$ cat config.mk
export PLATFORM = sky130hd
export DESIGN_NAME = memGameTop
export DESIGN_NICKNAME = d
export VERILOG_FILES = /design/src/rtl/memGamePkg.sv /design/src/rtl/pickIngress.sv /design/src/rtl/matchEngine.sv /design/src/rtl/eventEgress.sv /design/src/rtl/memGameTop.sv
export VERILOG_INCLUDE_DIRS = /design/src /design/src/include
export SDC_FILE = /design/constraint.sdc
export NUM_CORES = 1
export LEC_CHECK = 0
export ABC_AREA = 1
export BUFFER_PORTS_ARGS = -buffer_cell sky130_fd_sc_hd__buf_2
export CORE_ASPECT_RATIO = 0.5
export CORE_MARGIN = 3
export CORE_UTILIZATION = 31
export DETAILED_ROUTE_END_ITERATION = 8
export PLACE_DENSITY = 0.53
export REMOVE_ABC_BUFFERS = 1
export SYNTH_ARGS = -nofsm -noshare
export SYNTH_HDL_FRONTEND = slang
export SYNTH_HIERARCHICAL = 1
export SYNTH_SLANG_ARGS = --single-unit
$ cat constraint.sdc
create_clock -name clk -period 3.1 [get_ports clk]
set_input_delay 0.31 -clock clk [delete_from_list [all_inputs] [get_ports clk]]
set_output_delay 0.31 -clock clk [all_outputs]
set_load 0.05 [all_outputs]
$ cat src/include/memGame_macros.svh
`ifndef MEMGAME_MACROS_SVH
`define MEMGAME_MACROS_SVH

//////////////////////////////////////////////////////////////////////
// Board geometry
//////////////////////////////////////////////////////////////////////

// Sixteen cards, pairs are 2k and 2k+1
`define MG_NUM_CARDS 16
`define MG_CARD_W 4

// Score counts pairs, up to eight
`define MG_SCORE_W 4

//////////////////////////////////////////////////////////////////////
// Buffers and flow control
//////////////////////////////////////////////////////////////////////

// Pick buffer entries, also the sender's credits after reset
`define MG_PICK_DEPTH 4

// Event buffer entries, also the engine's initial egress credits
`define MG_EVT_DEPTH 4

// Cycles both cards stay up after a mismatch
`define MG_SHOW_CYCLES 20

`endif

$ cat src/rtl/memGamePkg.sv
`include "memGame_macros.svh"

package memGamePkg;

    //////////////////////////////////////////////////////////////////////
    // Engine state and opcodes
    //////////////////////////////////////////////////////////////////////

    typedef enum logic [1:0] {
        pickFirst,
        pickSecond,
        compare,
        showMismatch
    } gameState_e;

    typedef enum logic [0:0] {
        opPick,
        opNewGame
    } pickOp_e;

    typedef enum logic [2:0] {
        evFlip,
        evMatch,
        evMismatch,
        evHide,
        evReject,
        evNewGame
    } eventKind_e;

    //////////////////////////////////////////////////////////////////////
    // Records crossing the boundaries
    //////////////////////////////////////////////////////////////////////

    // Player command, card is ignored for a new game
    typedef struct packed {
        pickOp_e                op;
        logic [`MG_CARD_W-1:0]  card;
    } pick_t;

    // One outcome, score is the value after the event
    typedef struct packed {
        eventKind_e             kind;
        logic [`MG_CARD_W-1:0]  cardA;
        logic [`MG_CARD_W-1:0]  cardB;
        logic [`MG_SCORE_W-1:0] score;
    } gameEvent_t;

endpackage

$ cat src/rtl/pickIngress.sv
`timescale 1ns/1ns
`include "memGame_macros.svh"

module pickIngress (
    input  logic              clk,
    input  logic              rst,
    input  logic              pickValid,
    input  memGamePkg::pick_t pickData,
    output logic              pickCredit,
    output memGamePkg::pick_t inPick,
    output logic              inPickValid,
    input  logic              inPickPop
);

    localparam int DEPTH = `MG_PICK_DEPTH;
    localparam int PTR_W = (DEPTH > 1) ? $clog2(DEPTH) : 1;
    localparam int CNT_W = $clog2(DEPTH + 1);

    memGamePkg::pick_t mem [DEPTH];

    logic [PTR_W-1:0] wrPtr;
    logic [PTR_W-1:0] rdPtr;
    logic [CNT_W-1:0] count;
    logic             wrEn;
    logic             rdEn;

    //////////////////////////////////////////////////////////////////////
    // Handshake decode
    //////////////////////////////////////////////////////////////////////

    // Sender only sends on a credit, so a full buffer never sees a write
    assign wrEn = pickValid && (count != CNT_W'(DEPTH));
    assign rdEn = inPickPop && inPickValid;

    // Head is visible as soon as count moves off zero
    assign inPickValid = (count != '0);
    assign inPick      = mem[rdPtr];

    //////////////////////////////////////////////////////////////////////
    // Storage
    //////////////////////////////////////////////////////////////////////

    always_ff @(posedge clk) begin
        if (wrEn) begin
            mem[wrPtr] <= pickData;
        end
    end

    //////////////////////////////////////////////////////////////////////
    // Pointers, occupancy and credit return
    //////////////////////////////////////////////////////////////////////

    always_ff @(posedge clk) begin
        if (rst) begin
            wrPtr      <= '0;
            rdPtr      <= '0;
            count      <= '0;
            pickCredit <= 1'b0;
        end else begin
            if (wrEn) begin
                // Wrap explicitly so any depth works
                if (wrPtr == PTR_W'(DEPTH - 1)) begin
                    wrPtr <= '0;
                end else begin
                    wrPtr <= wrPtr + 1'b1;
                end
            end

            if (rdEn) begin
                if (rdPtr == PTR_W'(DEPTH - 1)) begin
                    rdPtr <= '0;
                end else begin
                    rdPtr <= rdPtr + 1'b1;
                end
            end

            case ({wrEn, rdEn})
                2'b10:   count <= count + 1'b1;
                2'b01:   count <= count - 1'b1;
                default: count <= count;
            endcase

            // One credit per freed slot, the cycle after the pop
            pickCredit <= rdEn;
        end
    end

endmodule

$ cat src/rtl/matchEngine.sv
`timescale 1ns/1ns
`include "memGame_macros.svh"

module matchEngine (
    input  logic                    clk,
    input  logic                    rst,
    input  memGamePkg::pick_t       inPick,
    input  logic                    inPickValid,
    output logic                    inPickPop,
    output memGamePkg::gameEvent_t  engEvt,
    output logic                    engEvtValid,
    input  logic                    engEvtCredit,
    output logic [`MG_SCORE_W-1:0]  score,
    output logic                    allMatched
);

    localparam int CREDIT_W = $clog2(`MG_EVT_DEPTH + 1);
    localparam int SHOW_W   = $clog2(`MG_SHOW_CYCLES + 1);
    localparam int PAIRS    = `MG_NUM_CARDS / 2;

    memGamePkg::gameState_e state;

    logic [`MG_NUM_CARDS-1:0] board;
    logic [`MG_CARD_W-1:0]    firstCard;
    logic [`MG_CARD_W-1:0]    secondCard;
    logic [SHOW_W-1:0]        showCnt;
    logic [CREDIT_W-1:0]      credits;

    logic haveCredit;
    logic pickTaken;
    logic isNewGame;
    logic cardUp;
    logic pairMatch;
    logic showDone;

    //////////////////////////////////////////////////////////////////////
    // Decode
    //////////////////////////////////////////////////////////////////////

    assign haveCredit = (credits != '0);

    // Picks are only taken while waiting for a card and with a credit
    assign pickTaken = inPickValid && haveCredit &&
                       (state == memGamePkg::pickFirst ||
                        state == memGamePkg::pickSecond);
    assign inPickPop = pickTaken;

    assign isNewGame = (inPick.op == memGamePkg::opNewGame);

    // Covers a repeat of the first card too, it is already up
    assign cardUp = board[inPick.card];

    // Pair partners differ only in bit 0
    assign pairMatch = (firstCard[`MG_CARD_W-1:1] == secondCard[`MG_CARD_W-1:1]);

    // Hide fires MG_SHOW_CYCLES cycles after the mismatch event
    assign showDone = (showCnt >= SHOW_W'(`MG_SHOW_CYCLES - 1));

    assign allMatched = (score == `MG_SCORE_W'(PAIRS));

    //////////////////////////////////////////////////////////////////////
    // Event generation
    //////////////////////////////////////////////////////////////////////

    always_comb begin
        engEvtValid  = 1'b0;
        engEvt.kind  = memGamePkg::evReject;
        engEvt.cardA = inPick.card;
        engEvt.cardB = inPick.card;
        engEvt.score = score;

        case (state)
            memGamePkg::pickFirst, memGamePkg::pickSecond: begin
                if (pickTaken) begin
                    engEvtValid = 1'b1;
                    if (isNewGame) begin
                        engEvt.kind  = memGamePkg::evNewGame;
                        engEvt.score = '0;
                    end else if (cardUp) begin
                        engEvt.kind = memGamePkg::evReject;
                    end else begin
                        engEvt.kind = memGamePkg::evFlip;
                    end
                end
            end

            memGamePkg::compare: begin
                engEvt.cardA = firstCard;
                engEvt.cardB = secondCard;
                if (haveCredit) begin
                    engEvtValid = 1'b1;
                    if (pairMatch) begin
                        engEvt.kind  = memGamePkg::evMatch;
                        engEvt.score = score + 1'b1;
                    end else begin
                        engEvt.kind = memGamePkg::evMismatch;
                    end
                end
            end

            memGamePkg::showMismatch: begin
                engEvt.kind  = memGamePkg::evHide;
                engEvt.cardA = firstCard;
                engEvt.cardB = secondCard;
                engEvtValid  = showDone && haveCredit;
            end

            default: begin
                engEvtValid = 1'b0;
            end
        endcase
    end

    //////////////////////////////////////////////////////////////////////
    // Game state
    //////////////////////////////////////////////////////////////////////

    always_ff @(posedge clk) begin
        if (rst) begin
            state   <= memGamePkg::pickFirst;
            board   <= '0;
            score   <= '0;
            showCnt <= '0;
            credits <= CREDIT_W'(`MG_EVT_DEPTH);
        end else begin
            // Spend one per event, regain one per egress send
            credits <= credits - CREDIT_W'(engEvtValid) + CREDIT_W'(engEvtCredit);

            case (state)
                memGamePkg::pickFirst, memGamePkg::pickSecond: begin
                    if (pickTaken) begin
                        if (isNewGame) begin
                            board <= '0;
                            score <= '0;
                            state <= memGamePkg::pickFirst;
                        end else if (!cardUp) begin
                            board[inPick.card] <= 1'b1;
                            if (state == memGamePkg::pickFirst) begin
                                state <= memGamePkg::pickSecond;
                            end else begin
                                state <= memGamePkg::compare;
                            end
                        end
                    end
                end

                memGamePkg::compare: begin
                    if (haveCredit) begin
                        if (pairMatch) begin
                            score <= score + 1'b1;
                            state <= memGamePkg::pickFirst;
                        end else begin
                            showCnt <= '0;
                            state   <= memGamePkg::showMismatch;
                        end
                    end
                end

                memGamePkg::showMismatch: begin
                    if (!showDone) begin
                        showCnt <= showCnt + 1'b1;
                    end else if (haveCredit) begin
                        board[firstCard]  <= 1'b0;
                        board[secondCard] <= 1'b0;
                        state             <= memGamePkg::pickFirst;
                    end
                end

                default: begin
                    state <= memGamePkg::pickFirst;
                end
            endcase
        end
    end

    // Card registers hold payload only
    always_ff @(posedge clk) begin
        if (pickTaken && !isNewGame && !cardUp) begin
            if (state == memGamePkg::pickFirst) begin
                firstCard <= inPick.card;
            end else begin
                secondCard <= inPick.card;
            end
        end
    end

endmodule

$ cat src/rtl/eventEgress.sv
`timescale 1ns/1ns
`include "memGame_macros.svh"

module eventEgress (
    input  logic                   clk,
    input  logic                   rst,
    input  memGamePkg::gameEvent_t engEvt,
    input  logic                   engEvtValid,
    output logic                   engEvtCredit,
    output memGamePkg::gameEvent_t evData,
    output logic                   evValid,
    input  logic                   evCredit
);

    localparam int DEPTH = `MG_EVT_DEPTH;
    localparam int PTR_W = (DEPTH > 1) ? $clog2(DEPTH) : 1;
    localparam int CNT_W = $clog2(DEPTH + 1);

    memGamePkg::gameEvent_t mem [DEPTH];

    logic [PTR_W-1:0] wrPtr;
    logic [PTR_W-1:0] rdPtr;
    logic [CNT_W-1:0] count;
    logic [CNT_W-1:0] extCredits;
    logic             wrEn;
    logic             send;

    //////////////////////////////////////////////////////////////////////
    // Send decision
    //////////////////////////////////////////////////////////////////////

    // Engine credits keep the buffer from overflowing
    assign wrEn = engEvtValid && (count != CNT_W'(DEPTH));

    // Head goes out only while the consumer has granted room
    assign send    = (count != '0) && (extCredits != '0);
    assign evValid = send;
    assign evData  = mem[rdPtr];

    // Slot frees in the send cycle, so the engine regains it right away
    assign engEvtCredit = send;

    always_ff @(posedge clk) begin
        if (wrEn) begin
            mem[wrPtr] <= engEvt;
        end
    end

    //////////////////////////////////////////////////////////////////////
    // Pointers and credit counter
    //////////////////////////////////////////////////////////////////////

    always_ff @(posedge clk) begin
        if (rst) begin
            wrPtr      <= '0;
            rdPtr      <= '0;
            count      <= '0;
            extCredits <= CNT_W'(DEPTH);
        end else begin
            if (wrEn) begin
                wrPtr <= (wrPtr == PTR_W'(DEPTH - 1)) ? '0 : wrPtr + 1'b1;
            end
            if (send) begin
                rdPtr <= (rdPtr == PTR_W'(DEPTH - 1)) ? '0 : rdPtr + 1'b1;
            end

            case ({wrEn, send})
                2'b10:   count <= count + 1'b1;
                2'b01:   count <= count - 1'b1;
                default: count <= count;
            endcase

            extCredits <= extCredits - CNT_W'(send) + CNT_W'(evCredit);
        end
    end

endmodule

$ cat src/rtl/memGameTop.sv
`timescale 1ns/1ns
`include "memGame_macros.svh"

module memGameTop (
    input  logic                   clk,
    input  logic                   rst,
    input  logic                   pickValid,
    input  memGamePkg::pick_t      pickData,
    output logic                   pickCredit,
    output memGamePkg::gameEvent_t evData,
    output logic                   evValid,
    input  logic                   evCredit,
    output logic [`MG_SCORE_W-1:0] score,
    output logic                   allMatched
);

    //////////////////////////////////////////////////////////////////////
    // Internal links
    //////////////////////////////////////////////////////////////////////

    // Pick buffer to engine
    memGamePkg::pick_t inPick;
    logic              inPickValid;
    logic              inPickPop;

    // Engine to event buffer
    memGamePkg::gameEvent_t engEvt;
    logic                   engEvtValid;
    logic                   engEvtCredit;

    pickIngress uIngress (
        .clk         (clk),
        .rst         (rst),
        .pickValid   (pickValid),
        .pickData    (pickData),
        .pickCredit  (pickCredit),
        .inPick      (inPick),
        .inPickValid (inPickValid),
        .inPickPop   (inPickPop)
    );

    matchEngine uEngine (
        .clk          (clk),
        .rst          (rst),
        .inPick       (inPick),
        .inPickValid  (inPickValid),
        .inPickPop    (inPickPop),
        .engEvt       (engEvt),
        .engEvtValid  (engEvtValid),
        .engEvtCredit (engEvtCredit),
        .score        (score),
        .allMatched   (allMatched)
    );

    eventEgress uEgress (
        .clk          (clk),
        .rst          (rst),
        .engEvt       (engEvt),
        .engEvtValid  (engEvtValid),
        .engEvtCredit (engEvtCredit),
        .evData       (evData),
        .evValid      (evValid),
        .evCredit     (evCredit)
    );

endmodule

==> results.md, run 1 <==
- Outcome: complete, no violations
- Rows: 37
- Num CTS Buffers: 17
- R2r worst-path depth: 13
- Starting Density: around 33%
- First drt pass iteration count: 5
- Flops & latches, synth: 140
- Type of origin of the critical path: flip-flop
- Clock Tree Buf Depth: 2
- Num Clock Sinks: between 100 and 150
- Setup-failing EPs final: 0
- First-pass GRT wire length: 26,200 um
- Mapped Cells: a little under 800
- Clock Skew: 0.0149 ns
- Hold_buf cts: 0
- Syn Area/Cell: 9.00 sq um
- Die span in y: approximately 110 um
- CTS tree: yes
- Antenna-violating nets left: 0
- Initial antenna violation count: 0
- Logic pwr share: between 40% and 50%
- WP data required: ~3.2 ns
- Worst Tran Pin Value: roughly 0.73 ns
- Setup WS post-layout: roughly 0.43 ns
- End of the worst register-to-register path: uEngine/secondCard[0]$_DFFE_PP_
- Share of the synthesized area in the top cell type: about two fifths
- Chip width: ~220 um
- Pin count of the biggest net entering global routing: 36
- Most numerous cell in the Yosys netlist: nand2_1
- Sequential area share after synthesis: 53.2%
- Clock transition at path regs: about 0.070 ns
- Diodes inserted: 0
- Critical Path AT: 2.75 ns
- Max_slew headroom: around half
- Number of global-route vias before repair: 5,035
- RSZ-0062 raised after global routing: no
- Vias per cell: roughly 4.7
- Area grow syn2layout: 14.9%
- Cell-internal power: ~5 mW
- Clk pwr share: between 20% and 30%
- Ys async rst share: 0%
- DR WL met2: around 7300 um
- Root buffer cell: clkbuf_16
- Core area: 21,200 sq um
- Final net count: about 840
- Post-synth EDFFs: 88
- Minimum clock period: roughly 2.7 ns
- Leakage: about 3.3 nW
- Detailed Route WL: about 16,000 um
- H-Tree Depth: 4
- Slew Limit Fails: 0
- DR top layer: met4
- Port buffer count: 30
- Drc violations: 0
- Clock latency on the worst-skew pair: around 0.42 ns
- Gr usage total: a little over an eighth
- Min Hold Slack: roughly 0.10 ns
- Grt ovf: 0
- Area contributors post-synth: edfxtp_1 38%, dfxtp_1 15%, nand2_1 7.6%
- Io pins: 31
- Unique masters post-synth: between 40 and 50
- Max Freq: between 300 and 400 MHz
- Via count: around 5,300
- Prevailing post-synth register cell: edfxtp_1
- Worst-path maximum fanout: 14
- Pwr per Cell Area: 1120 nW/um^2
- YS warnings: 6
- Synth top cells by count: 140 x nand2_1, 112 x nor2_1, 88 x edfxtp_1
- Place WS: around 0.34 ns
- Drt wl/cell: around 14 um
- CP Capture Point: uEngine/secondCard[0]$_DFFE_PP_
- Fraction of layout cells with a size suffix above 1: 14.7%
- M1 WL: 7630 um
- Worst min path class: input pin to flip-flop
- Max-cap check violation count: 0
- Crit Path Class: flip-flop to flip-flop
- Fillers: 2,143
- Sequential power share: roughly 33%
- CP Capture Type: flip-flop
- Sw Ratio: about 45%
- Setup TNS Final: 0 ns
- Flop-to-flop setup slack: ~0.43 ns
- Netlist Area Pre-Place: roughly 7000 sq um
- Fin. Hold Viols: 0
- Leading area contributor after synthesis: edfxtp_1
- P_sw: 4.06 mW
- RePlAce Congestion: roughly 0.88
- VDD IR-drop max: 0.359 mV
- DP Wirelength: 10,900 um
- Die area: ~24,000 sq um
- 1st-iter DRT viols: between 300 and 400
- Met3 wire length: 680 um
- Fin crit share: a little under nine tenths
-- power groups by stage --
stage / Clock (mW) / Sequential [mW] / Combinational [mW]
after floorplan: 0 / 2.92 / 3.04
after global placement: 0 / 2.96 / 4.02
after detailed placement: 0 / 2.96 / 4.08
after CTS: 2.00 / 2.93 / 4.09
after global routing: 2.09 / 2.97 / 4.59
final: 1.94 / 2.93 / 4.07
-- cell usage in the layout, fill, tap and decap left out, types with 3 or more instances in the layout --
master,instances
nand2_1,140
nor2_1,112
edfxtp_1,88
inv_1,74
o21ai_0,64
dfxtp_1,52
a21oi_1,41
buf_2,30
nand3_1,30
o22ai_1,20
clkbuf_16,17
ha_1,17
a22oi_1,17
o21bai_1,12
buf_4,11
nand2_2,8
nand2_4,8
inv_2,8
nor3_1,6
a21oi_2,5
inv_6,4
inv_8,4
xor2_1,4
fa_1,4
nor2_2,4
nand4_1,4
clkinvlp_4,3
o211a_1,3
xnor2_1,3
o21ai_2,3
-- state kept, by name, indices dropped and copies added, names as in the netlist, named ones only --
signal	cells
uIngress/mem	20
uEgress/extCredits	3
uEngine/board	16
uEngine/firstCard	4
uEgress/mem	60
uEngine/showCnt	5
uIngress/rdPtr	2
uEgress/count	3
uEgress/wrPtr	2
uEngine/secondCard	4
uIngress/pickCredit	1
uIngress/count	3
uEngine/score	4
uEngine/state	2
uEgress/rdPtr	2
uEngine/credits	3
uIngress/wrPtr	2
-- layout make-up --
class | instances | area (sq um) | area share (%)
inverter | 84 | 318 | 3.99
multi-input combinational | 521 | 2780 | 35.0
timing repair buffer | 41 | 233 | 2.92
clock buffer | 17 | 425 | 5.35
sequential | 140 | 3680 | 46.3
tap | 292 | 365 | 4.59
clock inverter | 15 | 149 | 1.87
-- cells by family (layout without fill, tap and decap cells) --
family	count (synthesis)	after routing	share of synthesized area (%)
and+or+nand+nor	324	324	20.5
AOI/OAI and AO/OA	169	169	14.5
adders and majority gates	21	21	4.23
xor gates and xnor gates	7	7	0.886
DFF	140	140	53.2
buffers and inverters	108	157	6.65
-- stage by stage --
step | instance area [sq um] | power, mW | instances | utilization (%)
floorplan | 6780 | 5.95 | 745 | -
global placement | 7380 | 6.98 | 1078 | 34.8
detailed placement | 7380 | 7.04 | 1078 | 34.8
CTS | 7950 | 9.02 | 1110 | 37.5
global route | 7960 | 9.65 | 1110 | 37.5
finish | 7960 | 8.94 | 1110 | 37.5
-- worst max-delay path: stages, from the launching register on --
cell and delay (ns):
dfxtp_1 0.49, clkinv_1 0.28, o21ai_0 0.22, o22ai_1 0.16
buf_4 0.23, nand2_1 0.09, o21ai_2 0.05, nand2_1 0.05
nand2_1 0.05, nand2_1 0.07, nand2_2 0.08, nor2_1 0.09
nand3_1 0.14, nor2_1 0.32
-- what timing repair did --
action                                  4_1_cts  5_1_grt
setup buffers                                 0        0
gates resized for setup                       0        1
endpoints found under the setup margin        0        4
endpoints found under the hold margin         0        0
-- metal layers --
layer	GRT usage (%)	vias to the layer above
li1	-	2671
met5	0	-
met3	2.65	14
met1	18.1	2475
met4	4.21	0
met2	21.9	107
-- how the worst min path moves through the flow --
stage,from,end,slack (ns),depth (start not counted)
2_1_floorplan,rst,uEngine/state[1]$_SDFFE_PP0P_,0.37,1
3_3_place_gp,uEngine/showCnt[4]$_SDFFE_PP0P_,uEngine/showCnt[4]$_SDFFE_PP0P_,0.46,2
3_5_place_dp,uEngine/showCnt[4]$_SDFFE_PP0P_,uEngine/showCnt[4]$_SDFFE_PP0P_,0.46,2
4_1_cts,pickData[0],uIngress/mem[0][0]$_DFFE_PP_,0.09,1
5_1_grt,pickData[0],uIngress/mem[0][0]$_DFFE_PP_,0.10,1
6_report,pickData[0],uIngress/mem[0][0]$_DFFE_PP_,0.10,1
Note: power is estimated with default switching activity, not from simulation.
==> run 2: changes to the inputs <==
--- a/config.mk
+++ b/config.mk
@@ -10,10 +10,12 @@
 export BUFFER_PORTS_ARGS = -buffer_cell sky130_fd_sc_hd__buf_2
 export CORE_ASPECT_RATIO = 0.5
 export CORE_MARGIN = 3
-export CORE_UTILIZATION = 31
+export CORE_UTILIZATION = 62
 export DETAILED_ROUTE_END_ITERATION = 8
-export PLACE_DENSITY = 0.53
+export PLACE_DENSITY = 0.87
+export RECOVER_POWER = 50
 export REMOVE_ABC_BUFFERS = 1
+export SLEW_MARGIN = 20
 export SYNTH_ARGS = -nofsm -noshare
 export SYNTH_HDL_FRONTEND = slang
 export SYNTH_HIERARCHICAL = 1
==> results.md, run 2 (synthesis results as in run 1) <==
- Outcome: complete, but fails checks
- Failing checks: DRC
- Critical Path AT: 3.11 ns (+0.36 ns)
- Worst Tran Pin Value: 0.850 ns (+0.121 ns)
- Clock Tree Buf Depth: 2 (unchanged)
- Chip width: 155 um (-28%)
- Via count: 5,630 (+6.9%)
- Cell family with most CP delay: simple AND/OR/NAND/NOR gates
- Num Clock Sinks: 140 (unchanged)
- Drc violations: 12 (+12)
- Num CTS Buffers: 17 (unchanged)
- Io pins: 31 (unchanged)
- Detailed Route WL: 15,700 um (-1.0%)
- Leakage: 3.22 nW (-1.0%)
- Fillers: 720 (-66%)
- H-Tree Depth: 4 (unchanged)
- VDD IR-drop max: 0.527 mV (+47%)
- Clock latency on the worst-skew pair: 0.43 ns (about the same)
- Crit Path Class: flip-flop to flip-flop
- Max-cap check violation count: 0 (unchanged)
- CP max stage cell: fa_1
- Worst-path maximum fanout: 6 (-8)
- Clock Skew: 0.00897 ns (-0.00595 ns)
- Rows: 26 (-30%)
- Largest registers: uEgress/mem x60, uIngress/mem x20, uEngine/board x16
- 1st-iter DRT viols: 668 (+81%)
- WP data required: 3.46 ns (+0.28 ns)
- Die span in y: 80.7 um (-28%)
- Minimum clock period: 2.75 ns (+0.0863 ns)
- Vias per cell: 5.88 (+24%)
- Number of global-route vias before repair: 5,416 (+7.6%)
- Slew Limit Fails: 0 (unchanged)
- Crit-path cells: nor3_1 > clkinv_1 > nand2_1 > o21ai_0 > nand2_1 > inv_1 > ha_1 > inv_1 > ha_1 > fa_1 > or2_2 > nand3_1
- Buf+Inv Stages, Crit Path: 3 (+1)
- Diodes inserted: 0 (unchanged)
- Core area: 10,500 sq um (-50%)
- Gr usage total: 26.5% (+13 points)
- Pwr per Cell Area: 1180 nW/um^2 (+4.8%)
- Pin count of the biggest net entering global routing: 33 (-8.3%)
- Starting Density: 65.7% (+33 points)
- Critical path depth: 12 (-1)
- Antenna-violating nets left: 0 (unchanged)
- RSZ-0062 raised after global routing: no
- Port buffer count: 30 (unchanged)
- Setup-failing EPs final: 0 (unchanged)
- Worst min path class: input pin to flip-flop
- Place WS: 0.375 ns (+0.0313 ns)
- Fin crit share: 88.9% (+2.8 points)
- Setup WS post-layout: 0.345 ns (-0.0863 ns)
- Root buffer cell: clkbuf_16
- Final net count: 834 (-0.12%)
- Max Freq: 363 MHz (-3.1%)
- First drt pass iteration count: 9 (+4)
- Area grow syn2layout: 12.0%
- Fin. Hold Viols: 0 (unchanged)
- CTS tree: yes
- First-pass GRT wire length: 26,100 um (-0.24%)
- R2r worst-path depth: 12 (-1)
- Slowest cell delay on critical path: 0.37 ns (-0.12 ns)
- Setup TNS Final: 0 ns (unchanged)
- Top reg by flops: uEgress/mem
- Drt wl/cell: 16.4 um (+15%)
- CP Capture Type: flip-flop
- Grt ovf: 0 (unchanged)
- Hold depth: 1 (unchanged)
- Die area: 12,500 sq um (-48%)
- Type of origin of the critical path: flip-flop
- Hold_buf cts: 0 (unchanged)
- Clock transition at path regs: 0.06 ns (about the same)
- Most frequent cells in the layout: 142 x nand2_1, 115 x nor2_1, 88 x edfxtp_1, 76 x inv_1, 65 x o21ai_0
- Max reg flops: 60 (unchanged)
- Most common cell after layout, fill and taps aside: nand2_1
- Min Hold Slack: 0.165 ns (+0.0606 ns)
- DP Wirelength: 10,300 um (-5.6%)
- Max_slew headroom: 43.3% (-8.1 points)
- Initial antenna violation count: 0 (unchanged)
- RePlAce Congestion: 1.04 (+18%)
- Fraction of layout cells with a size suffix above 1: 11.9% (-2.8 points)
==> run 2: cell count changes in the layout (fill, tap and decap cells not counted), moves of 3 or more <==
| cell | change |
|---|---|
| inv_6 | +3 |
| clkbuf_1 | +13 |
| nor2_1 | +3 |
| inv_2 | -3 |
| clkinvlp_4 | -3 |
| buf_2 | -12 |
==> run 2: layout make-up <==
class | instances | area (sq um) | share of cell area, %
clock inverters | 15 | 194 | 2.50
clock buffers | 17 | 425 | 5.49
inverters | 84 | 317 | 4.08
repair buffers | 40 | 206 | 2.66
multi-input cells | 521 | 2750 | 35.5
well taps | 140 | 175 | 2.26
flip-flops and latches | 140 | 3680 | 47.5
==> run 2: path summary, 6_finish.rpt <==
check | start | to | slack, ns
setup / recovery | uEngine/credits[1]$_SDFF_PP0_ | uEngine/credits[2]$_SDFF_PP1_ | 0.35
hold / removal | pickData[2] | uIngress/mem[1][2]$_DFFE_PP_ | 0.17
setup reg to reg | uEngine/credits[1]$_SDFF_PP0_ | uEngine/credits[2]$_SDFF_PP1_ | 0.35
hold reg to reg | uEngine/showCnt[4]$_SDFFE_PP0P_ | uEngine/showCnt[4]$_SDFFE_PP0P_ | 0.47
==> run 2: what timing repair did <==
action	CTS	global route
endpoints found under the hold margin	0	0
buffers inserted	0	0
setup endpoints to repair	0	4
gates resized for setup	0	2
==> run 2: worst register-to-register path, stage by stage, from the launching register on <==
cell and delay (ns):
dfxtp_1 0.34, nor3_1 0.31, clkinv_1 0.24, nand2_1 0.14, o21ai_0 0.09, nand2_1 0.11, inv_1 0.18, ha_1 0.33
inv_1 0.04, ha_1 0.18, fa_1 0.37, or2_2 0.30, nand3_1 0.06
==> run 2: through the flow <==
stage	utilization [%]	std cells	total power, mW	cell area, sq um
after floorplan	-	745	5.95	6780
after global placement	68.1	925	6.79	7180
after detailed placement	68.1	925	6.98	7180
after CTS	74.0	957	9.15	7800
after global routing	73.5	957	9.72	7750
final	73.5	957	9.12	7750
==> run 2: metal layers <==
layer	up-vias	GRT usage, %	part of all wire (%)
met3	50	5.22	8.2
met5	-	0	0
met2	319	45.9	48
li1	2671	-	-
met1	2590	33.0	42
met4	0	11.0	2.2
==> run 2: report_power, final <==
group / internal, mW / switching [mW]
combinational: 1.18 / 2.90
clock: 1.23 / 0.882
sequential: 2.61 / 0.319
